### src/main_config.svh
// ========================================
// Sizes and memory map of the main CPU bus
// Include wherever an address width or a
// region boundary is needed
// ========================================

`ifndef MAIN_CONFIG_SVH
`define MAIN_CONFIG_SVH

`define MAIN_RAM_AW       12
`define MAIN_ROM_AW       17

// Region boundaries, both ends inclusive
`define MAIN_IO_LO        16'h0000
`define MAIN_IO_HI        16'h001F
`define MAIN_PAL_LO       16'h0C00
`define MAIN_PAL_HI       16'h0CFF
`define MAIN_RAM_LO       16'h1000
`define MAIN_RAM_HI       16'h1FFF
`define MAIN_GFX1_LO      16'h2000
`define MAIN_GFX1_HI      16'h3FFF
`define MAIN_GFX2_LO      16'h4000
`define MAIN_GFX2_HI      16'h5FFF
`define MAIN_ROM_BANK_LO  16'h6000
`define MAIN_ROM_BANK_HI  16'h7FFF
`define MAIN_ROM_FIX_LO   16'h8000
`define MAIN_ROM_FIX_HI   16'hFFFF

`endif

### src/main_io_regs.sv
// ========================================
// Main CPU I/O registers
// Cabinet inputs and DIP switches are read
// at offsets 10 to 16, latches are written
// at 18 to 1F. Also holds the CPU IRQ
// flip-flop set by the graphics interrupt
// ========================================

`timescale 1ns/100ps

module main_io_regs (
    input  logic        clk,
    input  logic        rst_n,
    input  logic        cpu_cen,
    input  logic        cpu_rnw,
    input  logic        io_cs,
    input  logic [4:0]  cpu_addr,
    input  logic [7:0]  cpu_dout,
    input  logic [1:0]  start_button,
    input  logic [1:0]  coin_input,
    input  logic        service,
    input  logic [5:0]  joystick1,
    input  logic [5:0]  joystick2,
    input  logic [7:0]  dipsw_a,
    input  logic [7:0]  dipsw_b,
    input  logic [3:0]  dipsw_c,
    input  logic        gfx_irqn,
    input  logic        dip_pause,
    input  logic        irq_ack,
    output logic [7:0]  io_dout,
    output logic [7:0]  snd_latch,
    output logic        snd_irq,
    output logic [3:0]  rom_bank,
    output logic [7:0]  video_bank,
    output logic        prio_latch,
    output logic        irq_n
);

    localparam logic [4:0] REG_SYSTEM = 5'h10;
    localparam logic [4:0] REG_JOY1   = 5'h11;
    localparam logic [4:0] REG_JOY2   = 5'h12;
    localparam logic [4:0] REG_DIPA   = 5'h14;
    localparam logic [4:0] REG_DIPB   = 5'h15;
    localparam logic [4:0] REG_DIPC   = 5'h16;
    localparam logic [4:0] REG_SND    = 5'h18;
    localparam logic [4:0] REG_VBANK  = 5'h1C;
    localparam logic [4:0] REG_PRIO   = 5'h1D;
    localparam logic [4:0] REG_BANK   = 5'h1F;

    logic [7:0] io_rd;
    logic       io_rd_stb;
    logic       io_wr_stb;
    logic       gfx_irqn_last;
    logic       irq_edge;

    assign io_rd_stb = cpu_cen & io_cs & cpu_rnw;
    assign io_wr_stb = cpu_cen & io_cs & ~cpu_rnw;

    // Unused upper bits of the system byte idle high
    always_comb begin
        case (cpu_addr)
            REG_SYSTEM: io_rd = {3'b111, start_button, service, coin_input};
            REG_JOY1:   io_rd = {2'b11, joystick1};
            REG_JOY2:   io_rd = {2'b11, joystick2};
            REG_DIPA:   io_rd = dipsw_a;
            REG_DIPB:   io_rd = dipsw_b;
            REG_DIPC:   io_rd = {4'hF, dipsw_c};
            default:    io_rd = 8'hFF;
        endcase
    end

    always_ff @(posedge clk) begin
        if (io_rd_stb) begin
            io_dout <= io_rd;
        end
    end

    // Sound IRQ is a single cycle pulse
    always_ff @(posedge clk or negedge rst_n) begin
        if (!rst_n) begin
            snd_latch  <= 8'd0;
            snd_irq    <= 1'b0;
            video_bank <= 8'd0;
            prio_latch <= 1'b0;
            rom_bank   <= 4'd0;
        end else begin
            snd_irq <= 1'b0;
            if (io_wr_stb) begin
                case (cpu_addr)
                    REG_SND: begin
                        snd_latch <= cpu_dout;
                        snd_irq   <= 1'b1;
                    end
                    REG_VBANK: video_bank <= cpu_dout;
                    REG_PRIO:  prio_latch <= cpu_dout[0];
                    REG_BANK:  rom_bank   <= cpu_dout[3:0];
                    default: ;
                endcase
            end
        end
    end

    // Video interrupt edge only counts while dip_pause is high
    assign irq_edge = gfx_irqn_last & ~gfx_irqn & dip_pause;

    always_ff @(posedge clk or negedge rst_n) begin
        if (!rst_n) begin
            // An edge needs a high level seen after reset
            gfx_irqn_last <= 1'b0;
            irq_n         <= 1'b1;
        end else begin
            gfx_irqn_last <= gfx_irqn;
            // Acknowledge has priority over a new edge
            if (irq_ack) begin
                irq_n <= 1'b1;
            end else if (irq_edge) begin
                irq_n <= 1'b0;
            end
        end
    end

    a_snd_irq_pulse: assert property (
        @(posedge clk) disable iff (!rst_n)
        snd_irq |=> !snd_irq
    );

    a_irq_from_edge: assert property (
        @(posedge clk) disable iff (!rst_n)
        $fell(irq_n) |-> $past(gfx_irqn, 2) && $past(!gfx_irqn && dip_pause && !irq_ack)
    );

endmodule

### config.mk
export PLATFORM = sky130hd
export DESIGN_NAME = main_io_regs
export DESIGN_NICKNAME = d
export VERILOG_FILES = /design/src/main_config.svh /design/src/main_io_regs.sv
export SDC_FILE = /design/constraint.sdc
export NUM_CORES = 1
export LEC_CHECK = 0
export CAP_MARGIN = 20
export CORE_MARGIN = 2
export CORE_UTILIZATION = 25
export CTS_CLUSTER_DIAMETER = 80
export DETAILED_ROUTE_END_ITERATION = 8
export DONT_BUFFER_PORTS = 1
export PLACE_DENSITY = 0.36
export SYNTH_ARGS = -nofsm -noshare
export SYNTH_HDL_FRONTEND = slang
export SYNTH_SLANG_ARGS = --single-unit
### constraint.sdc
create_clock -name clk -period 1.6 [get_ports clk]
set_input_delay 0.16 -clock clk [delete_from_list [all_inputs] [get_ports clk]]
set_output_delay 0.16 -clock clk [all_outputs]
set_load 0.01 [all_outputs]
==> results of run 1 <==
==> synthesized netlist by cell type (2+ instances only) <==
| master | instances | area share |
|---|---|---|
| a211oi_1 | 4 | 0.020 |
| a21oi_1 | 4 | 0.013 |
| a221oi_1 | 4 | 0.023 |
| a22o_1 | 4 | 0.023 |
| and3_1 | 2 | 0.0083 |
| buf_2 | 2 | 0.0066 |
| buf_4 | 2 | 0.0099 |
| dfrtp_1 | 23 | 0.38 |
| edfxtp_1 | 8 | 0.16 |
| inv_1 | 2 | 0.0050 |
| mux2_2 | 22 | 0.16 |
| mux2i_1 | 4 | 0.026 |
| nand2_1 | 5 | 0.012 |
| nand2b_1 | 3 | 0.012 |
| o21ai_0 | 2 | 0.0066 |
| o221ai_1 | 4 | 0.023 |
==> cell usage in the layout (no fill, tap or decap), drive strengths merged, types with 2 or more instances in the layout <==
cell type,count
a221oi,4
dlygate4sd3,3
edfxtp,8
nand2b,3
nand2,5
mux2i,4
and3,2
o21ai,2
mux2,22
a211oi,4
a21oi,4
a22o,4
inv,3
nor2,2
o221ai,4
dfrtp,23
nor3,2
clkinv,2
buf,5
clkbuf,6
==> cell type report <==
type	instances	area, um^2
clock buffers	6	93.8
clock inverters	2	11.3
fillers	600	4110
inverters	3	11.3
multi-input cells	72	634
flip-flops and latches	32	842
well taps	75	93.8
repair buffers	8	87.6
==> cell families (layout without fill, tap and decap cells) <==
kind of cell | count (synthesis) | count (layout)
buffers and inverters | 7 | 19
muxes | 26 | 26
DFF | 32 | 32
AOI/OAI and AO/OA | 25 | 25
and+or+nand+nor | 21 | 21
==> final timing paths <==
kind	start	cells past startpoint	slack, ns	end
worst max register to register	snd_latch[2]$_DFFE_PN0P_	1	0.78	snd_latch[2]$_DFFE_PN0P_
min in group asynchronous	rst_n	1	0.21	video_bank[5]$_DFFE_PN0P_
max in group asynchronous	rst_n	2	0.91	irq_n$_DFFE_PN1P_
worst max-delay path	irq_n$_DFFE_PN1P_	0	0.61	irq_n
worst min-delay path	cpu_dout[0]	1	0.03	snd_latch[0]$_DFFE_PN0P_
worst min register to register	irq_n$_DFFE_PN1P_	2	0.52	irq_n$_DFFE_PN1P_
==> metrics by stage <==
step | hold WS, ns | cells | area (um^2) | power, W | util
floorplan | -0.136 | 111 | 1510 | 0.00107 | -
global placement | -0.135 | 186 | 1610 | 0.00109 | 0.274
detailed placement | -0.135 | 186 | 1610 | 0.00109 | 0.274
CTS | 0.00957 | 197 | 1750 | 0.00185 | 0.297
global route | 0.00597 | 198 | 1770 | 0.00190 | 0.301
finish | 0.0262 | 198 | 1770 | 0.00181 | 0.301
==> power by group through the flow <==
stage / combinational, W / sequential, W / clock, W
after floorplan: 0.000114 / 0.000960 / 0
after global placement: 0.000115 / 0.000974 / 0
after global routing: 0.000157 / 0.000961 / 0.000781
final: 0.000143 / 0.000956 / 0.000708
after detailed placement: 0.000119 / 0.000973 / 0
after CTS: 0.000137 / 0.000957 / 0.000752
==> flip-flops by register name, indices dropped and copies added, names as in the netlist <==
| signal | cells |
|---|---|
| snd_irq | 1 |
| irq_n | 1 |
| snd_latch | 8 |
| rom_bank | 4 |
| prio_latch | 1 |
| gfx_irqn_last | 1 |
| video_bank | 8 |
| io_dout | 8 |
==> metal layers <==
metal / global-route usage / up-vias
met5: 0 / -
met4: 0.0400 / 0
met3: 0.0462 / 2
met2: 0.187 / 62
met1: 0.106 / 482
li1: - / 456
==> metrics.yaml, run 1 <==
run_status:
  run_status: "completed"
drt:
  met2WireLength_mm: 1.84
  dr.max_layer_used: "met4"
  wl_met1_mm: 1.38
  vias: 1002
  drt-wirelength-per-cell_um: 18.2
  met3_wirelength_um: 368
  avgViaCountPerCell: 5.06
  dr.pass1.iters: 4
  drt_wl_total_mm: 3.61
  drtIter0Drc: 20
  drc_violation_count_after_routing: 0
  count_of_nets_left_with_antenna_violations_after_detail_routing: 0
timing:
  tightestPinTransition_ns: 0.408
  clock_skew_ns: 0.0000522
  hold_viol: 0
  layout_worst_path_cycle_share: 0.621
  slew_headroom: 0.728
  slew_viol_final: 0
  timing.setup.tns_ns: 0
  setup_violations: 0
  finalWorstSetupSlack_ns: 0.606
  max_freq_mhz: 1010
  period_minus_slack_ns: 0.994
  rsz0062_at_grt: "false"
synthesis:
  synth_xor_area_frac: 0
  synth_cell_type_count: 32
  ys_warn_count: 0
  synth_top_family_by_area: "multiplexers"
  post_synthesis_adder_cell_area_fraction: 0
  synth_async_sr_flop_share: 0.750
  synth_simple_gate_area_frac: 0.104
  post_synthesis_area_per_instance_um2: 13.6
  mappedNetlistArea_um2: 1510
  synth.ff_latch_count: 32
  synth_ff_type: "dfrtp_1"
  synth.yosys.seq_area_share: 0.557
  syn_nets: 169
  synth-compound-area-share: 0.125
  synth.area.mux_share: 0.190
  synth_enable_flop_cells: 8
  syn-instance-count: 111
clocking:
  clock_sinks: 32
  cts.root.buffer_cell: "clkbuf_8"
  cts.reportedPaths.clkPinSlew_ns: 0.07
  post_cts_resized: 0
  cts_post_setup_buffers_inserted: 0
  worstSkewPairLatency_ns: 0.27
  tritoncts.num_buffers: 5
  cts.hold.buffers_added: 3
  max-clock-path-buffers: 2
  clock_tree_from_tritoncts: "yes"
  h-tree-depth: 2
worst_setup_path:
  worstPathRequired_ns: 1.44
  end_kind: "primary output"
  path_class: "reg -> out"
  critical_path_arrival_ns: 0.83
  worstSetupStartpointType: "register"
  maximum_fanout_count_along_the_critical_path: 2
global_routing:
  maximum_number_of_pins_on_one_net_before_global_route_repair: 25
  number_of_global_route_vias_before_repair: 1020
  grt_antenna_before_repair: 0
  global_route.usage.total: 0.104
  global_route.overflow_total: 0
  grt_pass1_wl_mm: 5.05
power:
  internal_power_w: 0.00138
  share_comb_of_total_power: 0.079
  power_density_nw_per_um2: 1020
  seqPwrFrac: 0.529
  power.static_leakage_nw: 0.775
  power.switching_fraction: 0.239
  peakVddDrop_uv: 446
  share_clk_of_total_power: 0.392
  netSwitchingPower_w: 0.000431
floorplanning:
  row_count: 28
  fp.dieArea_um2: 6690
  die_width_um: 81.8
  placeableCoreArea_um2: 5890
  initial_core_util: 0.257
  die-height_um: 81.8
  pin_count: 89
placement:
  io_buffers: 0
  preCtsSetupSlack_ns: 0.305
  dp.final_hpwl_mm: 2.68
  finalWeightedCongestion: 0.715
layout:
  area_growth_pct: 17.3
  num-nets-final: 180
  drive_gt1_frac: 0.341
  antenna_cells: 0
hold_path:
  timing.hold.worst.class: "in -> reg"
run:
  drv_cap: 0
No activity file was read; power rests on OpenSTA's default activity.
==> run 2: changes to the inputs <==
==> constraint.sdc (replaced) <==
create_clock -name clk -period 1 [get_ports clk]
set_input_delay 0.1 -clock clk [delete_from_list [all_inputs] [get_ports clk]]
set_output_delay 0.1 -clock clk [all_outputs]
set_load 0.01 [all_outputs]
==> metrics.yaml, run 2 (synthesis gave the netlist of run 1 again) <==
run_status:
  run_status: "completed"
clocking:
  tritoncts.num_buffers: 5  # unchanged
  max-clock-path-buffers: 2  # unchanged
  worstSkewPairLatency_ns: 0.28  # about the same
  cts.root.buffer_cell: "clkbuf_8"
  clock_tree_from_tritoncts: "yes"
  cts_post_setup_buffers_inserted: 0  # unchanged
  clock_sinks: 32  # unchanged
  h-tree-depth: 2  # unchanged
  cts.reportedPaths.clkPinSlew_ns: 0.07  # about the same
layout:
  filler_cells_inserted: 606  # +1.0%
  layout_top_registers: "io_dout (8), snd_latch (8), video_bank (8)"
  drive_gt1_frac: 0.336  # -0.00564
  mostFrequentLayoutCell: "dfrtp_1"
  num-nets-final: 191  # +6.1%
  most-common-layout-cells: "23 x dfrtp_1, 19 x mux2_2, 11 x dlygate4sd3_1, 8 x edfxtp_1, 7 x clkbuf_8"
  area_growth_pct: 27.7
  antenna_cells: 0  # unchanged
floorplanning:
  die-height_um: 81.8  # unchanged
  initial_core_util: 0.257  # unchanged
  fp.dieArea_um2: 6690  # unchanged
  placeableCoreArea_um2: 5890  # unchanged
  die_width_um: 81.8  # unchanged
  row_count: 28  # unchanged
  pin_count: 89  # unchanged
hold_path:
  min_from: "dip_pause"
  worst_hold_end: "irq_n$_DFFE_PN1P_"
  timing.hold.worst.class: "in -> reg"
  hold_path_depth: 3  # +2
power:
  seqPwrFrac: 0.498  # -0.031
  peakVddDrop_uv: 796  # +78%
  power.static_leakage_nw: 0.835  # +7.8%
  internal_power_w: 0.00238  # +73%
  power.switching_fraction: 0.225  # -0.0136
  share_comb_of_total_power: 0.092  # +0.013
  netSwitchingPower_w: 0.000691  # +60%
  power_density_nw_per_um2: 1590  # +56%
  share_clk_of_total_power: 0.410  # +0.018
global_routing:
  grt_antenna_before_repair: 0  # unchanged
  global_route.usage.total: 0.112  # +0.00786
  grt_pass1_wl_mm: 5.55  # +10%
  global_route.overflow_total: 0  # unchanged
  maximum_number_of_pins_on_one_net_before_global_route_repair: 25  # unchanged
  number_of_global_route_vias_before_repair: 1112  # +9.0%
timing:
  tightestPinTransition_ns: 0.276  # -0.132 ns
  slew_headroom: 0.816  # +0.0880
  finalWorstSetupSlack_ns: 0.0642  # -0.542 ns
  rsz0062_at_grt: "false"
  max_freq_mhz: 1070
  slew_viol_final: 0  # unchanged
  layout_worst_path_cycle_share: 0.936
  hold_viol: 0  # unchanged
  clock_skew_ns: 0.000578  # +0.000525 ns
  period_minus_slack_ns: 0.936
  setup_violations: 0  # unchanged
  timing.setup.tns_ns: 0  # unchanged
run:
  drv_cap: 0  # unchanged
worst_setup_path:
  worstPathRequired_ns: 0.90  # -0.54 ns
  rr_endpoint: "video_bank[1]$_DFFE_PN0P_"
  maximum_fanout_count_along_the_critical_path: 2  # unchanged
  critical_path_depth: 0  # unchanged
  worstReg2RegStart: "video_bank[1]$_DFFE_PN0P_"
  worst_r2r_path_depth: 1  # unchanged
  r2r_slack_ns: 0.17  # -0.61 ns
  end_kind: "primary output"
  path_class: "reg -> out"
  critical_path_arrival_ns: 0.84  # about the same
  worstSetupStartpointType: "register"
placement:
  io_buffers: 0  # unchanged
  finalWeightedCongestion: 0.704  # -1.6%
  preCtsSetupSlack_ns: -0.173  # -0.478 ns
  dp.final_hpwl_mm: 2.83  # +5.4%
drt:
  vias: 1051  # +4.9%
  drt_wl_total_mm: 3.63  # +0.39%
  drt-wirelength-per-cell_um: 17.3  # -4.9%
  dr.pass1.iters: 3  # -1
  drc_violation_count_after_routing: 0  # unchanged
  count_of_nets_left_with_antenna_violations_after_detail_routing: 0  # unchanged
  avgViaCountPerCell: 5.03  # -0.63%
  drtIter0Drc: 49  # +150%
[run 2: cell count changes in the layout (fill, tap and decap cells not counted), sizes merged]
cell / before / now
inv: 3 / 2
clkinv: 2 / 1
clkbuf: 6 / 8
dlygate4sd3: 3 / 11
buf: 5 / 8
[run 2: worst max path at each step]
stage | from | endpoint
2_1_floorplan | cpu_addr[2] | io_dout[5]$_DFFE_PP_
6_report | irq_n$_DFFE_PN1P_ | irq_n
5_1_grt | irq_n$_DFFE_PN1P_ | irq_n
4_1_cts | irq_n$_DFFE_PN1P_ | irq_n
3_5_place_dp | cpu_addr[2] | io_dout[5]$_DFFE_PP_
3_3_place_gp | cpu_addr[2] | io_dout[5]$_DFFE_PP_
[run 2: final cells by class]
type                       count  area [um^2]  area share
inverter                       3         11.3     0.00583
tap                           75         93.8      0.0486
timing repair buffer          19          195       0.101
sequential                    32          842       0.436
multi-input combinational     72          668       0.346
clock buffer                   8          121      0.0628
[run 2: per-layer routing]
metal / share of wire / global-route usage / wire (um)
met4: 0.0085 / 0.0517 / 31
met5: 0 / 0 / 0
met2: 0.53 / 0.193 / 1910
met3: 0.088 / 0.0495 / 318
met1: 0.38 / 0.118 / 1360
[run 2: repair_timing]
item                       in CTS  in global routing
hold buffers                   10                  2
setup endpoints to repair       0                  0
hold endpoints to repair       47                 24
resized for setup               0                  0
[run 2: per-stage QoR]
stage | util | instances | hold WS [ns] | total power [W] | cell area (um^2)
floorplan | - | 111 | -0.196 | 0.00174 | 1560
global placement | 0.286 | 189 | -0.195 | 0.00177 | 1680
detailed placement | 0.286 | 189 | -0.195 | 0.00178 | 1680
CTS | 0.323 | 207 | -0.504 | 0.00308 | 1900
global route | 0.328 | 209 | 0.0172 | 0.00321 | 1930
finish | 0.328 | 209 | 0.0219 | 0.00307 | 1930
[run 2: power by group through the flow]
stage               Combinational, W  Clock (W)  Sequential (W)
floorplan                   0.000199          0         0.00154
global placement            0.000209          0         0.00156
detailed placement          0.000218          0         0.00156
CTS                         0.000256    0.00129         0.00153
global route                0.000313    0.00136         0.00154
finish                      0.000283    0.00126         0.00153
