**src/main_config.svh**
```systemverilog
// ========================================
// Sizes and memory map of the main CPU bus
// Include wherever an address width or a
// region boundary is needed
// ========================================

`ifndef MAIN_CONFIG_SVH
`define MAIN_CONFIG_SVH

`define MAIN_RAM_AW       12
`define MAIN_ROM_AW       17

// Region boundaries, both ends inclusive
`define MAIN_IO_LO        16'h0000
`define MAIN_IO_HI        16'h001F
`define MAIN_PAL_LO       16'h0C00
`define MAIN_PAL_HI       16'h0CFF
`define MAIN_RAM_LO       16'h1000
`define MAIN_RAM_HI       16'h1FFF
`define MAIN_GFX1_LO      16'h2000
`define MAIN_GFX1_HI      16'h3FFF
`define MAIN_GFX2_LO      16'h4000
`define MAIN_GFX2_HI      16'h5FFF
`define MAIN_ROM_BANK_LO  16'h6000
`define MAIN_ROM_BANK_HI  16'h7FFF
`define MAIN_ROM_FIX_LO   16'h8000
`define MAIN_ROM_FIX_HI   16'hFFFF

`endif

```
**src/main_pkg.sv**
```systemverilog
// ========================================
// Types shared by the main CPU bus logic
// The decoder, the read multiplexer and the
// board top import this package
// ========================================

package main_pkg;

    // Bus region selected by the current CPU address
    // Three bits are enough for all the regions of the map
    typedef enum logic [2:0] {
        // Unmapped space, reads return FF
        REGION_NONE = 3'd0,
        // Cabinet inputs, DIP switches and write latches
        REGION_IO   = 3'd1,
        // Palette RAM inside the video block
        REGION_PAL  = 3'd2,
        // Local work RAM
        REGION_RAM  = 3'd3,
        // First graphics chip
        REGION_GFX1 = 3'd4,
        // Second graphics chip
        REGION_GFX2 = 3'd5,
        // Banked and fixed program ROM
        REGION_ROM  = 3'd6
    } bus_region_e;

endpackage

```
**src/main_decoder.sv**
```systemverilog
// ========================================
// Main CPU address decoder
// Maps the CPU address to a bus region,
// drives the chip selects and forms the
// program ROM address. Wait is raised while
// a ROM access has no data ready yet
// ========================================

`timescale 1ns/100ps

`include "main_config.svh"

module main_decoder (
    input  logic                      clk,
    input  logic                      rst_n,
    input  logic [15:0]               cpu_addr,
    input  logic                      cpu_cen,
    input  logic                      rom_ok,
    input  logic [ 3:0]               rom_bank,
    output main_pkg::bus_region_e     region,
    output logic                      rom_cs,
    output logic                      pal_cs,
    output logic                      gfx1_cs,
    output logic                      gfx2_cs,
    output logic                      ram_cs,
    output logic                      io_cs,
    output logic [`MAIN_ROM_AW-1:0]   rom_addr,
    output logic                      cpu_wait
);

    import main_pkg::*;

    // Fixed ROM sits at the top of the ROM image
    localparam logic [`MAIN_ROM_AW-16:0] ROM_FIX_PAGE = '1;

    // Each select decodes its own window of the map
    assign io_cs   = cpu_addr inside {[`MAIN_IO_LO:`MAIN_IO_HI]};
    assign pal_cs  = cpu_addr inside {[`MAIN_PAL_LO:`MAIN_PAL_HI]};
    assign ram_cs  = cpu_addr inside {[`MAIN_RAM_LO:`MAIN_RAM_HI]};
    assign gfx1_cs = cpu_addr inside {[`MAIN_GFX1_LO:`MAIN_GFX1_HI]};
    assign gfx2_cs = cpu_addr inside {[`MAIN_GFX2_LO:`MAIN_GFX2_HI]};
    assign rom_cs  = cpu_addr inside {[`MAIN_ROM_BANK_LO:`MAIN_ROM_BANK_HI],
                                      [`MAIN_ROM_FIX_LO:`MAIN_ROM_FIX_HI]};

    always_comb begin
        region = REGION_NONE;
        if (io_cs) begin
            region = REGION_IO;
        end else if (pal_cs) begin
            region = REGION_PAL;
        end else if (ram_cs) begin
            region = REGION_RAM;
        end else if (gfx1_cs) begin
            region = REGION_GFX1;
        end else if (gfx2_cs) begin
            region = REGION_GFX2;
        end else if (rom_cs) begin
            region = REGION_ROM;
        end
    end

    // Banked window is 8 kB wide and fixed window 32 kB
    always_comb begin
        if (cpu_addr inside {[`MAIN_ROM_BANK_LO:`MAIN_ROM_BANK_HI]}) begin
            rom_addr = {rom_bank, cpu_addr[12:0]};
        end else begin
            rom_addr = {ROM_FIX_PAGE, cpu_addr[14:0]};
        end
    end

    // CPU repeats the access until the ROM answers
    assign cpu_wait = cpu_cen & rom_cs & ~rom_ok;

    // Map windows must not overlap
    a_cs_onehot: assert property (
        @(posedge clk) disable iff (!rst_n)
        cpu_cen |-> $onehot0({rom_cs, pal_cs, gfx1_cs, gfx2_cs, ram_cs, io_cs})
    );

endmodule

```
**config.mk**
```make
export PLATFORM = sky130hd
export DESIGN_NAME = main_decoder
export DESIGN_NICKNAME = d
export VERILOG_FILES = /design/src/main_pkg.sv /design/src/main_decoder.sv
export VERILOG_INCLUDE_DIRS = /design/src
export SDC_FILE = /design/constraint.sdc
export NUM_CORES = 1
export LEC_CHECK = 0
export ABC_AREA = 0
export BUFFER_PORTS_ARGS = -buffer_cell sky130_fd_sc_hd__buf_2
export CAP_MARGIN = 10
export CORE_AREA = 2 2 39 41
export DETAILED_ROUTE_END_ITERATION = 8
export DIE_AREA = 0 0 41 43
export REMOVE_ABC_BUFFERS = 1
export SETUP_SLACK_MARGIN = 0.3
export SLEW_MARGIN = 25
export SYNTH_ARGS = -nofsm -noshare
export SYNTH_HDL_FRONTEND = slang
export SYNTH_SLANG_ARGS = --single-unit
```
**constraint.sdc**
```tcl
create_clock -name vclk -period 1.65
set_input_delay 0.33 -clock vclk [all_inputs]
set_output_delay 0.33 -clock vclk [all_outputs]
set_load 0.005 [all_outputs]
```
==> metrics.txt, run 1 <==
# TYPE chip_impl_metric gauge
chip_impl_metric{name="gp_congestion",unit=""} 0.6440
chip_impl_metric{name="synth.lib_cells_used.distinct",unit=""} 17
chip_impl_info{name="violations",value="negative setup slack"} 1
chip_impl_metric{name="dieHeight",unit="um"} 43
chip_impl_metric{name="timing.critical_path.fanout_max",unit=""} 3
chip_impl_metric{name="rows",unit=""} 14
chip_impl_metric{name="top_level_ports",unit=""} 51
chip_impl_metric{name="drc",unit=""} 0
chip_impl_metric{name="drive_gt1_frac",unit=""} 0.8507
chip_impl_metric{name="layout.core_utilization",unit=""} 0.3734
chip_impl_metric{name="synth_seq_area_share",unit=""} 0
chip_impl_info{name="worst-setup-path-type",value="in2out"} 1
chip_impl_metric{name="timing.critical_path.buf_inv",unit=""} 2
chip_impl_metric{name="slew_headroom",unit=""} 0.8583
chip_impl_metric{name="ff_latch_area",unit="um^2"} 0
chip_impl_metric{name="pwr-share-clk",unit=""} 0
chip_impl_info{name="status",value="complete, but fails checks"} 1
chip_impl_metric{name="starting_density",unit=""} 0.1817
chip_impl_metric{name="final.min_clock_period",unit="ns"} 1.677
chip_impl_metric{name="dieWidth",unit="um"} 41
chip_impl_metric{name="synth_area_per_cell",unit="um^2"} 7.185
chip_impl_metric{name="initialDrtViolationCount",unit=""} 3
chip_impl_info{name="critPathLaunchType",value="input port"} 1
chip_impl_metric{name="worst_ir_drop_vdd",unit="mV"} 0.08780
chip_impl_metric{name="critical_path.max_stage_delay",unit="ns"} 0.42
chip_impl_metric{name="clkbuf_count",unit=""} 0
chip_impl_metric{name="antenna_violations_before_repair",unit=""} 0
chip_impl_info{name="post_synth_main_area_contributors",value="sky130_fd_sc_hd__buf_4 39%, sky130_fd_sc_hd__nor4_4 8.5%, sky130_fd_sc_hd__nor3b_1 6.0%"} 1
chip_impl_metric{name="final.period_utilization",unit=""} 1.016
chip_impl_info{name="critical-path-slowest-cell",value="sky130_fd_sc_hd__or3_4"} 1
chip_impl_metric{name="seqPwrFrac",unit=""} 0
chip_impl_metric{name="port_buffers",unit=""} 39
chip_impl_metric{name="via_per_inst",unit=""} 4.361
chip_impl_info{name="min_from",value="cpu_addr[0]"} 1
chip_impl_metric{name="fillers",unit=""} 158
chip_impl_info{name="critical_path.startpoint",value="cpu_addr[15]"} 1
chip_impl_metric{name="timing.max_cap.violations",unit=""} 0
chip_impl_metric{name="overall_overflow_remaining_after_global_route",unit=""} 0
chip_impl_metric{name="power.switching",unit="mW"} 0.04274
chip_impl_metric{name="post_synthesis_cells",unit=""} 35
chip_impl_metric{name="firstDrtPassIters",unit=""} 3
chip_impl_metric{name="placedCellCount",unit=""} 81
chip_impl_metric{name="routed_wirelength",unit="um"} 846
chip_impl_info{name="synth_most_common_cell",value="sky130_fd_sc_hd__buf_4"} 1
chip_impl_metric{name="coreArea",unit="mm^2"} 0.001384
chip_impl_metric{name="sequential_cell_total",unit=""} 0
chip_impl_metric{name="synth.yosys.warnings",unit=""} 0
chip_impl_metric{name="grt_pass1_wl",unit="mm"} 1.145
chip_impl_metric{name="report.final.slew_viol_count",unit=""} 0
chip_impl_metric{name="arrival",unit="ns"} 1.35
chip_impl_metric{name="wire_length_per_cell_after_detailed_routing",unit="um"} 10.19
chip_impl_metric{name="cts_hold_buf",unit=""} 0
chip_impl_metric{name="gr-usage-all-layers",unit=""} 0.08591
chip_impl_metric{name="area_delta_synth_final",unit="%"} 105.5
chip_impl_metric{name="insertedDiodeCount",unit=""} 0
chip_impl_info{name="min_path_type",value="in2out"} 1
chip_impl_info{name="critical_path.top_delay_family",value="simple AND/OR/NAND/NOR gates"} 1
chip_impl_metric{name="number_of_hold_violations_in_the_final_report",unit=""} 0
chip_impl_info{name="cell_chain_of_the_critical_path",value="buf_6 > or3_4 > nor4_4 > or3_1 > buf_2"} 1
chip_impl_metric{name="maximum_number_of_pins_on_one_net_before_global_route_repair",unit=""} 7
chip_impl_metric{name="first_global_vias",unit=""} 318
chip_impl_metric{name="postLayoutSetupSlackWorst",unit="ns"} -0.02665
chip_impl_metric{name="die-area",unit="mm^2"} 0.001763
chip_impl_info{name="yosys-top-cells-count",value="13 x sky130_fd_sc_hd__buf_4, 3 x sky130_fd_sc_hd__inv_1, 3 x sky130_fd_sc_hd__nor2_1, 2 x sky130_fd_sc_hd__nor3b_1, 2 x sky130_fd_sc_hd__or2_2"} 1
chip_impl_metric{name="layout.nets",unit=""} 93
chip_impl_metric{name="worst_pin_slew",unit="ns"} 0.2109
chip_impl_metric{name="leakage",unit="nW"} 0.2785
chip_impl_metric{name="report.final.setup_viol",unit=""} 1
chip_impl_info{name="worst_setup_path_end_kind",value="primary output"} 1
chip_impl_info{name="rsz0062_at_grt",value="true"} 1
chip_impl_metric{name="place_hpwl",unit="um"} 645.1
chip_impl_metric{name="routed-via-count",unit=""} 362
chip_impl_metric{name="swShare",unit=""} 0.3937
chip_impl_metric{name="pre_cts_ws",unit="ns"} -0.09237
chip_impl_metric{name="comb_power_share",unit=""} 1.000
chip_impl_metric{name="ant_nets",unit=""} 0
chip_impl_info{name="synth.largest_area_cell",value="sky130_fd_sc_hd__buf_4"} 1
chip_impl_metric{name="synth_top_area_share",unit=""} 0.3881
chip_impl_metric{name="power.density_cell_area",unit="mW/mm^2"} 210.1
chip_impl_metric{name="p_int",unit="mW"} 0.06582
chip_impl_metric{name="finish.cell_count_without_fillers",unit=""} 83
chip_impl_metric{name="synth_area",unit="um^2"} 251.5
chip_impl_metric{name="timing.critical_path.required",unit="ns"} 1.32
chip_impl_metric{name="max_freq",unit="GHz"} 0.5964
## layout make-up
class              count  area, um^2  share of cell area
inverters              3       11.26             0.02179
repair buffers        45       301.5              0.5835
multi-input cells     19       183.9              0.3559
well taps             16       20.02             0.03874
## cell families (layout without fill, tap and decap cells)
group,after synthesis,in the layout,synth area share
compound gates,3,3,0.09949
buf+inv,16,48,0.4328
simple gates,16,16,0.4677
## metrics by stage
step                power (mW)   TNS [ns]  instance area, um^2  hold slack (ns)
CTS                     0.1002  -0.009462                479.2           0.6600
global placement       0.08122    -0.1834                399.1           0.6600
global route            0.1195    -0.1772                516.7           0.6600
finish                  0.1086   -0.02665                516.7           0.6600
floorplan              0.02250          0                153.9           0.6600
detailed placement     0.08235    -0.2106                399.1           0.6600
## power by group through the flow
stage,sequential [mW],combinational (mW),clock (mW)
after floorplan,0,0.0225,0
after global placement,0,0.0812,0
after detailed placement,0,0.0824,0
after CTS,0,0.100,0
after global routing,0,0.119,0
final,0,0.109,0
## placed cells by master (no fill, tap or decap), drive strengths merged
master  netlist  layout
buf          13      45
or3           3       3
inv           3       3
nor2          3       3
or2           2       2
nor3b         2       2
or4           1       1
nor4          1       1
a21oi         1       1
and2          1       1
nor3          1       1
and3          1       1
nand3b        1       1
o31a          1       1
a311o         1       1
## final timing paths
kind                          end  depth (start not counted)  slack (ns)
worst max-delay path    region[0]                          5       -0.03
worst min-delay path  rom_addr[0]                          0        0.66
## layer usage
layer  global-route usage  wire (um)
met5                    0          0
met4                    0          0
met3              0.02618         93
met1              0.08861        289
met2               0.1656        463
## repair_timing
action / 4_1_cts / 5_1_grt
endpoints found under the setup margin: 9 / 10
pin swaps: 2 / 4
gates resized for setup: 17 / 7
buffers inserted: 1 / 1
Note: power is estimated with default switching activity, not from simulation.
==> run 2, diff against run 1 <==
Settings changed: ABC_AREA 0 to 1, PLACE_DENSITY set to 0.67.
==> metrics.txt, run 2 <==
# TYPE chip_impl_metric gauge
chip_impl_info{name="status",value="complete, no violations"} 1
chip_impl_metric{name="top_level_ports",unit=""} 51
chip_impl_metric{name="gp_congestion",unit=""} 0.5925
chip_impl_metric{name="arrival",unit="ns"} 0.95
chip_impl_metric{name="power.density_cell_area",unit="mW/mm^2"} 207.2
chip_impl_metric{name="synth-compound-area-share",unit=""} 0.08261
chip_impl_metric{name="drc",unit=""} 0
chip_impl_metric{name="p_int",unit="mW"} 0.04274
chip_impl_info{name="grt.busiest_layer",value="met2"} 1
chip_impl_metric{name="gr-usage-all-layers",unit=""} 0.07592
chip_impl_metric{name="synth_seq_area_share",unit=""} 0
chip_impl_metric{name="number_of_hold_violations_in_the_final_report",unit=""} 0
chip_impl_metric{name="comb_power_share",unit=""} 1.000
chip_impl_metric{name="leakage",unit="nW"} 0.2675
chip_impl_metric{name="antenna_violations_before_repair",unit=""} 0
chip_impl_metric{name="wire_length_per_cell_after_detailed_routing",unit="um"} 7.758
chip_impl_metric{name="fin_total_pwr",unit="mW"} 0.08632
chip_impl_info{name="critical-path-slowest-cell",value="sky130_fd_sc_hd__buf_2"} 1
chip_impl_metric{name="fillers",unit=""} 162
chip_impl_metric{name="multi_input_area",unit="um^2"} 157.7
chip_impl_metric{name="pwr-share-clk",unit=""} 0
chip_impl_metric{name="synth_xor_area_frac",unit=""} 0
chip_impl_metric{name="maximum_number_of_pins_on_one_net_before_global_route_repair",unit=""} 7
chip_impl_metric{name="initialDrtViolationCount",unit=""} 1
chip_impl_info{name="post_synth_main_area_contributors",value="sky130_fd_sc_hd__buf_4 34%, sky130_fd_sc_hd__nor2_1 12%, sky130_fd_sc_hd__inv_1 10%"} 1
chip_impl_metric{name="seqPwrFrac",unit=""} 0
chip_impl_metric{name="place_hpwl",unit="um"} 689
chip_impl_info{name="path_common_cell",value="sky130_fd_sc_hd__buf_2"} 1
chip_impl_metric{name="via_per_inst",unit=""} 3.905
chip_impl_info{name="layout_commonest_cell",value="sky130_fd_sc_hd__buf_2"} 1
chip_impl_info{name="cell_chain_of_the_critical_path",value="buf_2 > nor2_4 > nand3_2 > o21ai_1 > buf_2"} 1
chip_impl_metric{name="routed-via-count",unit=""} 371
chip_impl_metric{name="synth.yosys.warnings",unit=""} 0
chip_impl_info{name="min_from",value="cpu_addr[0]"} 1
chip_impl_info{name="yosys-top-cells-count",value="13 x sky130_fd_sc_hd__buf_4, 9 x sky130_fd_sc_hd__nor2_1, 8 x sky130_fd_sc_hd__inv_1, 8 x sky130_fd_sc_hd__nand2_1"} 1
chip_impl_metric{name="globalRouteMet1Util",unit=""} 0.09810
chip_impl_metric{name="grt_pass1_wl",unit="mm"} 1.041
chip_impl_metric{name="slew_headroom",unit=""} 0.8947
chip_impl_metric{name="power.switching",unit="mW"} 0.04358
chip_impl_metric{name="layout.core_utilization",unit=""} 0.3011
chip_impl_metric{name="hold_slack",unit="ns"} 0.6600
chip_impl_metric{name="timing.critical_path.required",unit="ns"} 1.32
chip_impl_metric{name="first_global_vias",unit=""} 265
chip_impl_metric{name="overall_overflow_remaining_after_global_route",unit=""} 0
chip_impl_metric{name="max_freq",unit="GHz"} 0.7792
chip_impl_metric{name="insertedDiodeCount",unit=""} 0
chip_impl_info{name="layout_common_cells",value="38 x sky130_fd_sc_hd__buf_2, 8 x sky130_fd_sc_hd__nor2_1, 7 x sky130_fd_sc_hd__nand2_1"} 1
chip_impl_info{name="synth_top_family_by_area",value="buffers and inverters"} 1
chip_impl_metric{name="timing.critical_path.buf_inv",unit=""} 2
chip_impl_metric{name="synth-simple-area-share",unit=""} 0.4478
chip_impl_info{name="critPathLaunchType",value="input port"} 1
chip_impl_metric{name="worst_ir_drop_vdd",unit="mV"} 0.03546
chip_impl_metric{name="gr-usage-met2",unit=""} 0.1250
chip_impl_metric{name="synth_area_per_cell",unit="um^2"} 5.430
chip_impl_info{name="synth.largest_area_cell",value="sky130_fd_sc_hd__buf_4"} 1
chip_impl_info{name="synth_most_common_cell",value="sky130_fd_sc_hd__buf_4"} 1
chip_impl_metric{name="report.final.slew_viol_count",unit=""} 0
chip_impl_metric{name="die-area",unit="mm^2"} 0.001763
chip_impl_metric{name="routed_wirelength",unit="um"} 737
chip_impl_metric{name="post_synthesis_cells",unit=""} 53
chip_impl_info{name="critical_path.top_delay_family",value="buffers and inverters"} 1
chip_impl_info{name="worst_setup_path_end_kind",value="primary output"} 1
chip_impl_metric{name="post_cts.repair.setup_buffers",unit=""} 0
chip_impl_info{name="min_path_type",value="in2out"} 1
chip_impl_metric{name="dieHeight",unit="um"} 43
chip_impl_metric{name="drive_gt1_frac",unit=""} 0.6456
chip_impl_metric{name="synth.mux.area_fraction",unit=""} 0
chip_impl_metric{name="clkbuf_count",unit=""} 0
chip_impl_metric{name="coreArea",unit="mm^2"} 0.001384
chip_impl_metric{name="timing.critical_path.fanout_max",unit=""} 5
chip_impl_metric{name="setup-tns-final",unit="ns"} 0
chip_impl_metric{name="area_delta_synth_final",unit="%"} 44.78
chip_impl_metric{name="swShare",unit=""} 0.5049
chip_impl_metric{name="starting_density",unit=""} 0.2080
chip_impl_metric{name="rows",unit=""} 14
chip_impl_metric{name="final.period_utilization",unit=""} 0.7778
chip_impl_metric{name="synthAdderAreaFrac",unit=""} 0
chip_impl_metric{name="synth_top_area_share",unit=""} 0.3391
chip_impl_metric{name="port_buffers",unit=""} 39
chip_impl_metric{name="layout.nets",unit=""} 105
chip_impl_metric{name="sequential_cell_total",unit=""} 0
chip_impl_metric{name="timing.max_cap.violations",unit=""} 0
chip_impl_info{name="rsz0062_at_grt",value="false"} 1
chip_impl_metric{name="ant_nets",unit=""} 0
chip_impl_info{name="holdPathEnd",value="rom_addr[0]"} 1
chip_impl_metric{name="synth_area",unit="um^2"} 287.8
chip_impl_metric{name="dieWidth",unit="um"} 41
chip_impl_metric{name="final.min_clock_period",unit="ns"} 1.283
chip_impl_metric{name="min_delay_path_depth",unit=""} 0
chip_impl_metric{name="grt_use_met3",unit=""} 0.02618
chip_impl_metric{name="worst_pin_slew",unit="ns"} 0.1568
chip_impl_metric{name="ff_latch_area",unit="um^2"} 0
chip_impl_metric{name="report.final.setup_viol",unit=""} 0
chip_impl_metric{name="critical_path.max_stage_delay",unit="ns"} 0.14
chip_impl_metric{name="firstDrtPassIters",unit=""} 2
chip_impl_metric{name="synth.lib_cells_used.distinct",unit=""} 16
chip_impl_info{name="worst-setup-path-type",value="in2out"} 1
-- run 2: cell count changes in the layout (fill, tap and decap cells not counted), sizes merged, moves of 2 or more --
cell,change
nand2,+10
nor2,+8
inv,+7
buf,-6
or3,-3
nand3,+2
nor3,+2
nor3b,-2
or2,-2
-- run 2: cell families (layout without fill, tap and decap cells) --
group           after synthesis  count (layout)
simple gates                 26              26
buf+inv                      23              49
compound gates                4               4
-- run 2: routing by layer --
metal,vias up,part of all wire
li1,200,-
met1,153,0.37
met2,18,0.56
met3,0,0.075
met4,0,0
met5,-,0
-- run 2: repair_timing --
action / 4_1_cts / 5_1_grt
gates resized for setup: 0 / 7
hold buffers: 0 / 0
setup endpoints to repair: 0 / 3
-- run 2: worst max-delay path by stage --
stage                       startpoint        end  slack (ns)  cells after the start
final                     cpu_addr[15]  region[1]        0.37                      5
after detailed placement  cpu_addr[13]  region[1]        0.31                      5
after CTS                 cpu_addr[13]  region[1]        0.31                      5
after floorplan           cpu_addr[13]  region[0]        0.59                      5
after global placement    cpu_addr[13]  region[0]        0.32                      7
after global routing      cpu_addr[15]      io_cs        0.30                      7
-- run 2: cell type report --
class	count	share of cell area
timing repair buffer	39	0.4835
inverter	10	0.09009
multi-input combinational	30	0.3784
tap	16	0.04805
-- run 2: metrics by stage --
stage	instances	instance area (um^2)	setup WS (ns)
global route	95	416.7	0.3041
CTS	95	405.4	0.3069
global placement	95	405.4	0.3170
floorplan	40	190.2	0.5866
detailed placement	95	405.4	0.3138
finish	95	416.7	0.3666
-- run 2: power by group through the flow --
stage          clock (mW)  combinational, mW  sequential (mW)
2_1_floorplan           0             0.0301                0
3_3_place_gp            0             0.0843                0
3_5_place_dp            0             0.0853                0
4_1_cts                 0             0.0855                0
5_1_grt                 0             0.0977                0
6_report                0             0.0863                0
