File: src/main_config.svh
// ========================================
// Sizes and memory map of the main CPU bus
// Include wherever an address width or a
// region boundary is needed
// ========================================

`ifndef MAIN_CONFIG_SVH
`define MAIN_CONFIG_SVH

`define MAIN_RAM_AW       12
`define MAIN_ROM_AW       17

// Region boundaries, both ends inclusive
`define MAIN_IO_LO        16'h0000
`define MAIN_IO_HI        16'h001F
`define MAIN_PAL_LO       16'h0C00
`define MAIN_PAL_HI       16'h0CFF
`define MAIN_RAM_LO       16'h1000
`define MAIN_RAM_HI       16'h1FFF
`define MAIN_GFX1_LO      16'h2000
`define MAIN_GFX1_HI      16'h3FFF
`define MAIN_GFX2_LO      16'h4000
`define MAIN_GFX2_HI      16'h5FFF
`define MAIN_ROM_BANK_LO  16'h6000
`define MAIN_ROM_BANK_HI  16'h7FFF
`define MAIN_ROM_FIX_LO   16'h8000
`define MAIN_ROM_FIX_HI   16'hFFFF

`endif

File: src/main_pkg.sv
// ========================================
// Types shared by the main CPU bus logic
// The decoder, the read multiplexer and the
// board top import this package
// ========================================

package main_pkg;

    // Bus region selected by the current CPU address
    // Three bits are enough for all the regions of the map
    typedef enum logic [2:0] {
        // Unmapped space, reads return FF
        REGION_NONE = 3'd0,
        // Cabinet inputs, DIP switches and write latches
        REGION_IO   = 3'd1,
        // Palette RAM inside the video block
        REGION_PAL  = 3'd2,
        // Local work RAM
        REGION_RAM  = 3'd3,
        // First graphics chip
        REGION_GFX1 = 3'd4,
        // Second graphics chip
        REGION_GFX2 = 3'd5,
        // Banked and fixed program ROM
        REGION_ROM  = 3'd6
    } bus_region_e;

endpackage

File: src/main_bus_mux.sv
// ========================================
// Main CPU read data multiplexer
// Latches the region and any external byte
// on a read strobe, then presents the data
// on cpu_din from the next cycle on
// ========================================

`timescale 1ns/100ps

module main_bus_mux (
    input  logic                  clk,
    input  logic                  rst_n,
    input  logic                  cpu_cen,
    input  logic                  cpu_rnw,
    input  main_pkg::bus_region_e region,
    input  logic [7:0]            ram_dout,
    input  logic [7:0]            io_dout,
    input  logic [7:0]            rom_data,
    input  logic [7:0]            pal_dout,
    input  logic [7:0]            gfx1_dout,
    input  logic [7:0]            gfx2_dout,
    output logic [7:0]            cpu_din
);

    import main_pkg::*;

    bus_region_e rd_region;
    logic [7:0]  ext_dout;
    logic [7:0]  ext_sel;
    logic        rd_stb;

    assign rd_stb = cpu_cen & cpu_rnw;

    // External devices only hold their data during the strobe
    always_comb begin
        case (region)
            REGION_ROM:  ext_sel = rom_data;
            REGION_PAL:  ext_sel = pal_dout;
            REGION_GFX1: ext_sel = gfx1_dout;
            REGION_GFX2: ext_sel = gfx2_dout;
            default:     ext_sel = 8'hFF;
        endcase
    end

    always_ff @(posedge clk or negedge rst_n) begin
        if (!rst_n) begin
            rd_region <= REGION_NONE;
            ext_dout  <= 8'hFF;
        end else if (rd_stb) begin
            rd_region <= region;
            ext_dout  <= ext_sel;
        end
    end

    // RAM and I/O blocks already register their own read data
    always_comb begin
        case (rd_region)
            REGION_RAM: cpu_din = ram_dout;
            REGION_IO:  cpu_din = io_dout;
            default:    cpu_din = ext_dout;
        endcase
    end

    a_region_known: assert property (
        @(posedge clk) disable iff (!rst_n)
        rd_stb |=> !$isunknown(rd_region)
    );

endmodule

File: config.mk
export PLATFORM = sky130hd
export DESIGN_NAME = main_bus_mux
export DESIGN_NICKNAME = d
export VERILOG_FILES = /design/src/main_config.svh /design/src/main_pkg.sv /design/src/main_bus_mux.sv
export SDC_FILE = /design/constraint.sdc
export NUM_CORES = 1
export LEC_CHECK = 0
export BUFFER_PORTS_ARGS = -buffer_cell sky130_fd_sc_hd__buf_2
export CORE_MARGIN = 1
export CORE_UTILIZATION = 41
export CTS_CLUSTER_DIAMETER = 50
export DETAILED_ROUTE_END_ITERATION = 7
export PLACE_DENSITY = 0.79
export SYNTH_ARGS = -nofsm -noshare
export SYNTH_HDL_FRONTEND = slang
export SYNTH_SLANG_ARGS = --single-unit
File: constraint.sdc
create_clock -name clk -period 1.2 [get_ports clk]
set_input_delay 0.24 -clock clk [delete_from_list [all_inputs] [get_ports clk]]
set_output_delay 0.24 -clock clk [all_outputs]
set_load 0.02 [all_outputs]
==> flow_metrics.env, run 1 <==
export IMPL_synth_seq_cells=11
export IMPL_syn_cell_area_sq_um=950
export IMPL_grt_overflow=0
export IMPL_leakage_uw=0.000675
export IMPL_cts_tree="done"
export IMPL_mostFrequentLayoutCell="buf_2"
export IMPL_hpwlAfterDp_microns=2000
export IMPL_start_kind="flip-flop"
export IMPL_drive_above_1_share=0.528
export IMPL_reg2reg_depth=2
export IMPL_rsz0062_at_grt="true"
export IMPL_yosysSeqAreaShare=0.300
export IMPL_pin_count=63
export IMPL_clkLatencyLatePin_ns=0.26
export IMPL_setup_tns_final_ns=-2.16
export IMPL_timing_fmax_mhz=670
export IMPL_areaGrowthSynthToFinish_pct=52.8
export IMPL_die_w_microns=50.1
export IMPL_slew_headroom=0.729
export IMPL_instances_no_fill=204
export IMPL_power_switching_uw=509
export IMPL_worstReg2RegStart="ext_dout[3]"
export IMPL_final_nets=232
export IMPL_drc_errors=0
export IMPL_crit_fanout=5
export IMPL_die_h_microns=50.1
export IMPL_gp_congestion=0.802
export IMPL_cp_slowest_stage_delay_ns=0.39
export IMPL_wl_microns=2760
export IMPL_combPwrFrac=0.488
export IMPL_synth_cells=114
export IMPL_synth_cell_types=26
export IMPL_vdd_drop_max_uv=618
export IMPL_antenna_found_initial=0
export IMPL_initial_core_util=0.433
export IMPL_n_fill_cell=204
export IMPL_vias=1078
export IMPL_clk_pin_slew_ns=0.06
export IMPL_htreeDepth=1
export IMPL_final_cell_mix="buf_2 (54), nand2_1 (17), nor2b_1 (10), nand3b_1 (10)"
export IMPL_swShare=0.351
export IMPL_timing_rr_end="ext_dout[3]"
export IMPL_cts_root_buffer="clkbuf_4"
export IMPL_crit_chain="buf_6 -> mux2i_4 -> o21ai_4 -> buf_6"
export IMPL_period_needed_ns=1.49
export IMPL_cts_buffer_depth=2
export IMPL_place_area_sq_mm=0.00132
export IMPL_dp_cells=198
export IMPL_max_slew_worst_pin_slew_ns=0.407
export IMPL_synth_warnings=0
export IMPL_min_to="ext_dout[7]"
export IMPL_slew_viol_final=0
export IMPL_synth_top_area_cell="dfstp_2"
export IMPL_synth_top_area_frac=0.221
export IMPL_critical_path_required_ns=0.96
export IMPL_first_global_vias=1058
export IMPL_violations="negative setup slack"
export IMPL_fp_dieArea_sq_mm=0.00251
export IMPL_cpMostUsedCell="buf_6"
export IMPL_worstPathArrival_ns=1.25
export IMPL_cts_sinks=11
export IMPL_hold_start="pal_dout[7]"
export IMPL_cts_buffers=3
export IMPL_setup_violations=8
export IMPL_ys_top_cells_by_area="dfstp_2 (22%), mux2i_1 (8.4%), dfrtp_1 (7.9%)"
export IMPL_slowest_stage="dfrtp_1"
export IMPL_pwr_share_seq=0.342
export IMPL_drtAntennaViolNets=0
export IMPL_n_antenna_cell=0
export IMPL_fin_area_sq_mm=0.00145
export IMPL_dr_pass1_iters=4
export IMPL_intPower_uw=941
export IMPL_core_sq_mm=0.00219
export IMPL_setup_slack_ns=-0.293
export IMPL_status="finished with violations"
export IMPL_globalRouteTotalUtil=0.244
export IMPL_min_path_type="in -> reg"
export IMPL_drt_iter0_markers=20
export IMPL_reg2reg_slack_ns=0.43
export IMPL_syn_nets=169
export IMPL_grt_max_degree=29
export IMPL_fin_skew_ns=0
export IMPL_maxCapViolCount=0
export IMPL_io_buffers=62
export IMPL_hold_violations=0
export IMPL_end_kind="output port"
export IMPL_routed_via_density=5.28
export IMPL_num_rows=17
export IMPL_setup_worst_path_class="reg -> out"
export IMPL_hold_path_cell_count=4
export IMPL_wire_per_inst_microns=13.5
export IMPL_synth_area_per_cell_sq_um=8.33
export IMPL_grt_first_pass_wirelength_microns=4690
export IMPL_power_density_mw_per_mm2=1000
export IMPL_p_clk_frac=0.170
export IMPL_period_share=1.24
[per-stage QoR]
stage	total power, uW	utilization	hold WS, ns	worst slack [ns]
after global routing	1540	0.662	0.397	-0.329
after floorplan	883	-	-0.0556	0.0418
final	1450	0.662	0.363	-0.293
after CTS	1430	0.656	0.360	-0.283
after global placement	1050	0.600	0.109	0.000246
after detailed placement	1070	0.600	0.115	-0.0657
[worst max-delay path: cells and delay by family (launching register included)]
kind | cells | cell delay [ns]
buffers and inverters | 2 | 0.28
multiplexers | 1 | 0.19
AO/OA/AOI/OAI | 1 | 0.13
flip-flops | 1 | 0.39
[power groups by stage]
stage | Clock [uW] | Combinational (uW) | Sequential, uW
final | 246 | 708 | 496
after global routing | 267 | 766 | 502
after CTS | 249 | 688 | 495
after detailed placement | 0 | 578 | 495
after global placement | 0 | 563 | 491
after floorplan | 0 | 404 | 479
[flip-flops by register name, indices dropped and copies added, names as in the netlist]
register	cells
ext_dout	8
rd_region	3
[timing repair]
action	CTS	global route
gates resized for setup	20	4
buffers inserted	0	0
pin swaps	4	0
hold buffers	1	0
endpoints found under the hold margin	3	0
endpoints found under the setup margin	8	8
cloned	1	0
[logic make-up after synthesis]
| group | count (synthesis) | synth area share |
|---|---|---|
| AOI/OAI and AO/OA | 34 | 0.240 |
| and+or+nand+nor | 50 | 0.306 |
| muxes | 8 | 0.0843 |
| buffers and inverters | 11 | 0.0698 |
| DFF | 11 | 0.300 |
[cells in the mapped netlist]
cell type and count:
a21oi_1 7, a22oi_1 5, a31oi_1 1, and2_1 1, and3b_1 4, buf_2 5, buf_4 1, buf_6 2
clkbuf_1 2, dfrtp_1 3, dfstp_2 8, inv_1 1, mux2i_1 8, nand2_1 17, nand2b_1 3, nand3_1 1
nand3b_1 10, nand4b_1 1, nor2_1 2, nor2b_1 10, nor3b_1 1, o211ai_2 1, o21ai_0 12, o22a_1 1
o32a_1 5, o32ai_1 2
[worst max path at each step]
stage,from,endpoint,depth (start not counted)
after floorplan,rd_region[2],cpu_din[5],3
after global placement,rd_region[2],cpu_din[6],4
after detailed placement,rd_region[1],cpu_din[5],4
after CTS,rd_region[1],cpu_din[6],4
after global routing,rd_region[1],cpu_din[5],4
final,rd_region[1],cpu_din[5],4
[layout make-up]
cell class,count,area (sq um),area share
tap,28,35.0,0.0241
sequential,11,285,0.197
inverter,1,3.75,0.00259
timing repair buffer,67,400,0.276
multi-input combinational,93,701,0.483
clock buffer,4,26.3,0.0181
[per-layer routing]
layer  part of all wire  wire length (microns)  track usage
met1               0.42                   1170        0.318
met2               0.50                   1390        0.411
met3              0.048                    131      0.00926
met4              0.025                     68        0.110
met5                  0                      0            0
Power figures use the tool's default switching activity.
==> inputs of run 2 (changes only) <==
--- a/config.mk
+++ b/config.mk
@@ -11,6 +11,7 @@
 export CTS_CLUSTER_DIAMETER = 50
 export DETAILED_ROUTE_END_ITERATION = 7
 export PLACE_DENSITY = 0.79
+export SETUP_SLACK_MARGIN = 0.15
 export SYNTH_ARGS = -nofsm -noshare
 export SYNTH_HDL_FRONTEND = slang
 export SYNTH_SLANG_ARGS = --single-unit
==> run 2 against run 1 <==
Effect of this change: the run still ends with negative setup slack left; cell area decreased by 0.26%; first-iteration DRC count decreased by 35%; worst setup slack got worse by 0.012 ns; power increased by 0.43%; flip-flop and latch count unchanged; combinational power about the same; sequential share of layout area increased by 0.051 points; die area unchanged; via count decreased by 0.19%; final cell count decreased by 0.49%; non-clock buffer count decreased by 1; largest cell class unchanged; highest routed layer unchanged.
==> flow_metrics.env, run 2 (synthesis gave the netlist of run 1 again) <==
export IMPL_fin_skew_ns=0
export IMPL_die_h_microns=50.1
export IMPL_cts_tree="done"
export IMPL_setup_tns_final_ns=-2.19
export IMPL_critical_path_required_ns=0.96
export IMPL_wire_per_inst_microns=13.0
export IMPL_setup_violations=8
export IMPL_largest_reg_flops=8
export IMPL_crit_path_end="cpu_din[1]"
export IMPL_clk_pin_slew_ns=0.07
export IMPL_wl_microns=2630
export IMPL_final_cell_mix="buf_2 (54), nand2_1 (17), nor2b_1 (10), nand3b_1 (10), buf_6 (10)"
export IMPL_hold_violations=0
export IMPL_die_w_microns=50.1
export IMPL_crit_start="rd_region[1]"
export IMPL_mostFrequentLayoutCell="buf_2"
export IMPL_vias=1076
export IMPL_grt_overflow=0
export IMPL_setup_slack_ns=-0.305
export IMPL_worst_path_stages=4
export IMPL_cts_sinks=11
export IMPL_core_sq_mm=0.00219
export IMPL_violations="negative setup slack"
export IMPL_grt_max_degree=29
export IMPL_maxCapViolCount=0
export IMPL_grt_busiest_layer="met2"
export IMPL_clkLatencyLatePin_ns=0.26
export IMPL_cpMostUsedCell="buf_6"
export IMPL_start_kind="flip-flop"
export IMPL_htreeDepth=1
export IMPL_slowest_stage="dfrtp_1"
export IMPL_crit_fanout=6
export IMPL_min_path_type="in -> reg"
export IMPL_end_kind="output port"
export IMPL_grt_first_pass_wirelength_microns=4150
export IMPL_finalPower_uw=1460
export IMPL_hpwlAfterDp_microns=1950
export IMPL_place_area_sq_mm=0.00132
export IMPL_gp_congestion=0.755
export IMPL_leakage_uw=0.000673
export IMPL_reg2reg_depth=2
export IMPL_num_rows=17
export IMPL_crit_family="flip-flops"
export IMPL_initial_core_util=0.433
export IMPL_grt_use_met1=0.284
export IMPL_period_share=1.25
export IMPL_cts_root_buffer="clkbuf_4"
export IMPL_globalRouteTotalUtil=0.217
export IMPL_vdd_drop_max_uv=527
export IMPL_timing_fmax_mhz=664
export IMPL_io_buffers=62
export IMPL_worstReg2RegStart="ext_dout[3]"
export IMPL_n_fill_cell=186
export IMPL_drive_above_1_share=0.520
export IMPL_max_slew_worst_pin_slew_ns=0.402
export IMPL_met3_usage=0.00309
export IMPL_rsz0062_at_grt="true"
export IMPL_crit_chain="buf_6 -> mux2i_2 -> o21ai_2 -> buf_6"
export IMPL_pin_count=63
export IMPL_worstPathArrival_ns=1.26
export IMPL_routed_via_density=5.30
export IMPL_power_density_mw_per_mm2=1010
export IMPL_slew_viol_final=0
export IMPL_areaGrowthSynthToFinish_pct=52.4
export IMPL_cts_buffers=3
export IMPL_instances_no_fill=203
export IMPL_cp_slowest_stage_delay_ns=0.40
export IMPL_fin_area_sq_mm=0.00145
export IMPL_drt_iter0_markers=13
export IMPL_cp_num_buf_inv=2
export IMPL_fp_dieArea_sq_mm=0.00251
export IMPL_grt_util_met2=0.360
export IMPL_final_nets=231
export IMPL_timing_rr_end="ext_dout[3]"
export IMPL_reg2reg_slack_ns=0.41
export IMPL_dp_cells=197
export IMPL_period_needed_ns=1.50
export IMPL_reg_top3="ext_dout: 8 flops, rd_region: 3 flops"
export IMPL_slew_headroom=0.732
export IMPL_n_antenna_cell=0
export IMPL_drtAntennaViolNets=0
export IMPL_drc_errors=0
export IMPL_multi_input_area_sq_um=697
export IMPL_cts_buffer_depth=2
export IMPL_status="finished with violations"
export IMPL_first_global_vias=950
export IMPL_seq_area_sq_um=285
export IMPL_pre_cts_ws_ns=-0.0405
export IMPL_antenna_found_initial=0
export IMPL_setup_worst_path_class="reg -> out"
export IMPL_dr_pass1_iters=4
export IMPL_top_register="ext_dout"
[run 2: cell types whose count changed in the layout (fill, tap and decap cells not counted), sizes merged]
cell / change
buf: -1
[run 2: metal layers]
layer | share of wire | vias to the layer above
met1 | 0.43 | 483
met2 | 0.51 | 46
met5 | 0 | -
met4 | 0.014 | 0
met3 | 0.046 | 4
li1 | - | 543
[run 2: area by class of cell]
| type | instances | area share |
|---|---|---|
| Sequential cell | 11 | 0.197 |
| Inverter | 1 | 0.00259 |
| Clock buffer | 4 | 0.0182 |
| Timing Repair Buffer | 66 | 0.277 |
| Multi-Input combinational cell | 93 | 0.481 |
| Tap cell | 28 | 0.0242 |
[run 2: report_power, final]
group | internal, uW | leakage [uW] | switching, uW
Combinational | 363 | 0.000537 | 347
Sequential | 453 | 0.000121 | 42.7
Clock | 128 | 0.0000150 | 123
[run 2: tightest hold or removal path, delay by kind of cell]
family | cells | cell delay [ns]
buf+inv | 1 | 0.21
simple gates | 2 | 0.14
[run 2: worst min path at each step]
| stage | start | to | slack [ns] | cells past startpoint |
|---|---|---|---|---|
| floorplan | rst_n | rd_region[0] | -0.06 | 0 |
| global route | rst_n | rd_region[1] | 0.38 | 2 |
| finish | region[2] | rd_region[2] | 0.36 | 3 |
| CTS | region[2] | rd_region[2] | 0.36 | 3 |
| detailed placement | rst_n | rd_region[1] | 0.12 | 1 |
| global placement | rst_n | rd_region[1] | 0.11 | 1 |
[run 2: metrics by stage]
step | hold slack, ns | utilization
after global placement | 0.110 | 0.600
after CTS | 0.361 | 0.657
after global routing | 0.384 | 0.661
after detailed placement | 0.118 | 0.600
after floorplan | -0.0556 | -
final | 0.363 | 0.661
[run 2: what timing repair did]
action / CTS / global route
hold endpoints to repair: 3 / 0
hold buffers: 1 / 0
pin swaps: 5 / 1
cloned: 1 / 0
setup endpoints to repair: 8 / 8
setup buffers: 0 / 0
gates resized for setup: 21 / 2
==> inputs of run 3 (changes only) <==
--- a/config.mk
+++ b/config.mk
@@ -5,12 +5,13 @@
 export SDC_FILE = /design/constraint.sdc
 export NUM_CORES = 1
 export LEC_CHECK = 0
-export BUFFER_PORTS_ARGS = -buffer_cell sky130_fd_sc_hd__buf_2
+export CORE_ASPECT_RATIO = 0.8
 export CORE_MARGIN = 1
-export CORE_UTILIZATION = 41
+export CORE_UTILIZATION = 55
 export CTS_CLUSTER_DIAMETER = 50
 export DETAILED_ROUTE_END_ITERATION = 7
-export PLACE_DENSITY = 0.79
+export DONT_BUFFER_PORTS = 1
+export PLACE_DENSITY = 0.7
 export SETUP_SLACK_MARGIN = 0.15
 export SYNTH_ARGS = -nofsm -noshare
 export SYNTH_HDL_FRONTEND = slang
==> run 3 against run 2 <==
Effect of this change: the flow still finishes with violations (negative setup slack); combinational power is 30% lower; power is 15% lower; critical path depth is 1 lower; final cell count is 33% lower; flip-flop and latch count stayed put; fmax is 2.8% higher; via count is 23% lower; core utilization is 1.9 points higher; clock skew stayed put; register-to-register slack hardly changed; global-route usage is 0.33 points lower; clock-buffer cell count stayed put; critical endpoint unchanged.
==> flow_metrics.env, run 3 (synthesis gave the netlist of run 1 again) <==
export IMPL_core_sq_mm=0.00163
export IMPL_cts_root_buffer="clkbuf_4"
export IMPL_drtAntennaViolNets=0
export IMPL_setup_violations=8
export IMPL_htreeDepth=1
export IMPL_initial_core_util=0.584
export IMPL_min_path_type="in -> reg"
export IMPL_crit_fanout=5
export IMPL_wire_per_inst_microns=15.4
export IMPL_cts_sinks=11
export IMPL_clkLatencyLatePin_ns=0.27
export IMPL_vdd_drop_max_uv=831
export IMPL_grt_first_pass_wirelength_microns=2880
export IMPL_largest_reg_flops=8
export IMPL_cts_tree="done"
export IMPL_antenna_found_initial=0
export IMPL_drc_errors=0
export IMPL_slew_viol_final=0
export IMPL_setup_slack_ns=-0.265
export IMPL_grt_overflow=0
export IMPL_period_needed_ns=1.46
export IMPL_setup_worst_path_class="reg -> out"
export IMPL_first_global_vias=692
export IMPL_areaGrowthSynthToFinish_pct=16.5
export IMPL_top_register="ext_dout"
export IMPL_status="finished with violations"
export IMPL_end_kind="output port"
export IMPL_num_rows=13
export IMPL_hpwlAfterDp_microns=1380
export IMPL_cts_buffer_depth=2
export IMPL_wl_microns=2080
export IMPL_holdWs_ns=0.0841
export IMPL_violations="negative setup slack"
export IMPL_vias=829
export IMPL_drive_above_1_share=0.274
export IMPL_drt_iter0_markers=13
export IMPL_mostFrequentLayoutCell="nand2_1"
export IMPL_n_fill_cell=138
export IMPL_rsz0062_at_grt="true"
export IMPL_globalRouteTotalUtil=0.214
export IMPL_die_w_microns=48.5
export IMPL_gp_congestion=0.719
export IMPL_leakage_uw=0.000414
export IMPL_slew_headroom=0.685
export IMPL_instances_no_fill=135
export IMPL_fin_area_sq_mm=0.00111
export IMPL_cts_buffers=3
export IMPL_fin_skew_ns=0
export IMPL_start_kind="flip-flop"
export IMPL_reg_top3="ext_dout: 8 flops, rd_region: 3 flops"
export IMPL_pin_count=63
export IMPL_worstPathArrival_ns=1.22
export IMPL_clk_pin_slew_ns=0.07
export IMPL_final_cell_mix="nand2_1 (17), nor2b_1 (10), nand3b_1 (10)"
export IMPL_period_share=1.22
export IMPL_hold_violations=0
export IMPL_place_area_sq_um=982
export IMPL_die_h_microns=39.2
export IMPL_critical_path_required_ns=0.96
export IMPL_io_buffers=0
export IMPL_timing_fmax_mhz=683
export IMPL_grt_max_degree=29
export IMPL_routed_via_density=6.14
export IMPL_dp_cells=127
export IMPL_final_nets=169
export IMPL_maxCapViolCount=0
export IMPL_n_antenna_cell=0
export IMPL_dr_pass1_iters=4
export IMPL_power_density_mw_per_mm2=1120
export IMPL_max_slew_worst_pin_slew_ns=0.471
export IMPL_fp_dieArea_sq_mm=0.00190
[run 3: cell count changes in the layout (fill, tap and decap cells not counted)]
cell | previous run | this run
buf_2 | 54 | 0
buf_6 | 10 | 1
o21ai_2 | 6 | 0
o21ai_4 | 2 | 8
dfrtp_1 | 3 | 1
dfrtp_2 | 0 | 2
mux2i_2 | 2 | 4
mux2i_4 | 2 | 0
buf_4 | 1 | 2
[run 3: worst max-delay path: stages (launching register included)]
cell and delay [ns]:
dfrtp_2 0.37, buf_6 0.14, mux2i_1 0.33, o21ai_4 0.12
[run 3: report_power, final]
part           leakage (uW)  internal (uW)  total, uW  switching [uW]
registers          0.000119            454        492            37.7
logic              0.000279            210        494             285
clock network     0.0000150            129        255             126
[run 3: final cells by class]
class / instances / area [sq um] / area share
timing repair buffer: 4 / 36.3 / 0.0328
clock buffer: 4 / 26.3 / 0.0238
tap: 22 / 27.5 / 0.0249
inverter: 1 / 3.75 / 0.00339
sequential: 11 / 288 / 0.260
multi-input combinational: 93 / 724 / 0.655
[run 3: worst paths after layout]
path | start | endpoint | slack (ns) | depth (start not counted)
max | rd_region[1] | cpu_din[1] | -0.26 | 3
min | region[1] | rd_region[1] | 0.08 | 2
max reg2reg | rd_region[1] | rd_region[1] | 0.42 | 3
min reg2reg | ext_dout[0] | ext_dout[0] | 0.51 | 2
max in group asynchronous | rst_n | rd_region[0] | 0.50 | 1
min in group asynchronous | rst_n | rd_region[2] | 0.36 | 1
[run 3: per-layer routing]
layer  wire length [microns]  share of wire  global-route usage  up-vias
met4                      26          0.013               0.110        0
met2                    1010           0.48               0.377       34
met3                     138          0.066              0.0706        4
met1                     905           0.44               0.239      376
met5                       0              0                   0        -
li1                        -              -                   -      415
[run 3: what timing repair did]
item,CTS,global route
setup endpoints to repair,8,8
gates resized for setup,4,10
setup buffers,2,0
pin swaps,3,3
hold buffers,1,0
hold endpoints to repair,11,0
cloned,0,1
[run 3: stage by stage]
step	total power (uW)	util	worst slack, ns	setup TNS [ns]
floorplan	891	-	0.0607	0
global placement	879	0.604	-0.0619	-0.329
detailed placement	886	0.604	-0.0980	-0.619
CTS	1170	0.641	-0.259	-1.98
global route	1320	0.680	-0.337	-2.35
finish	1240	0.680	-0.265	-1.93
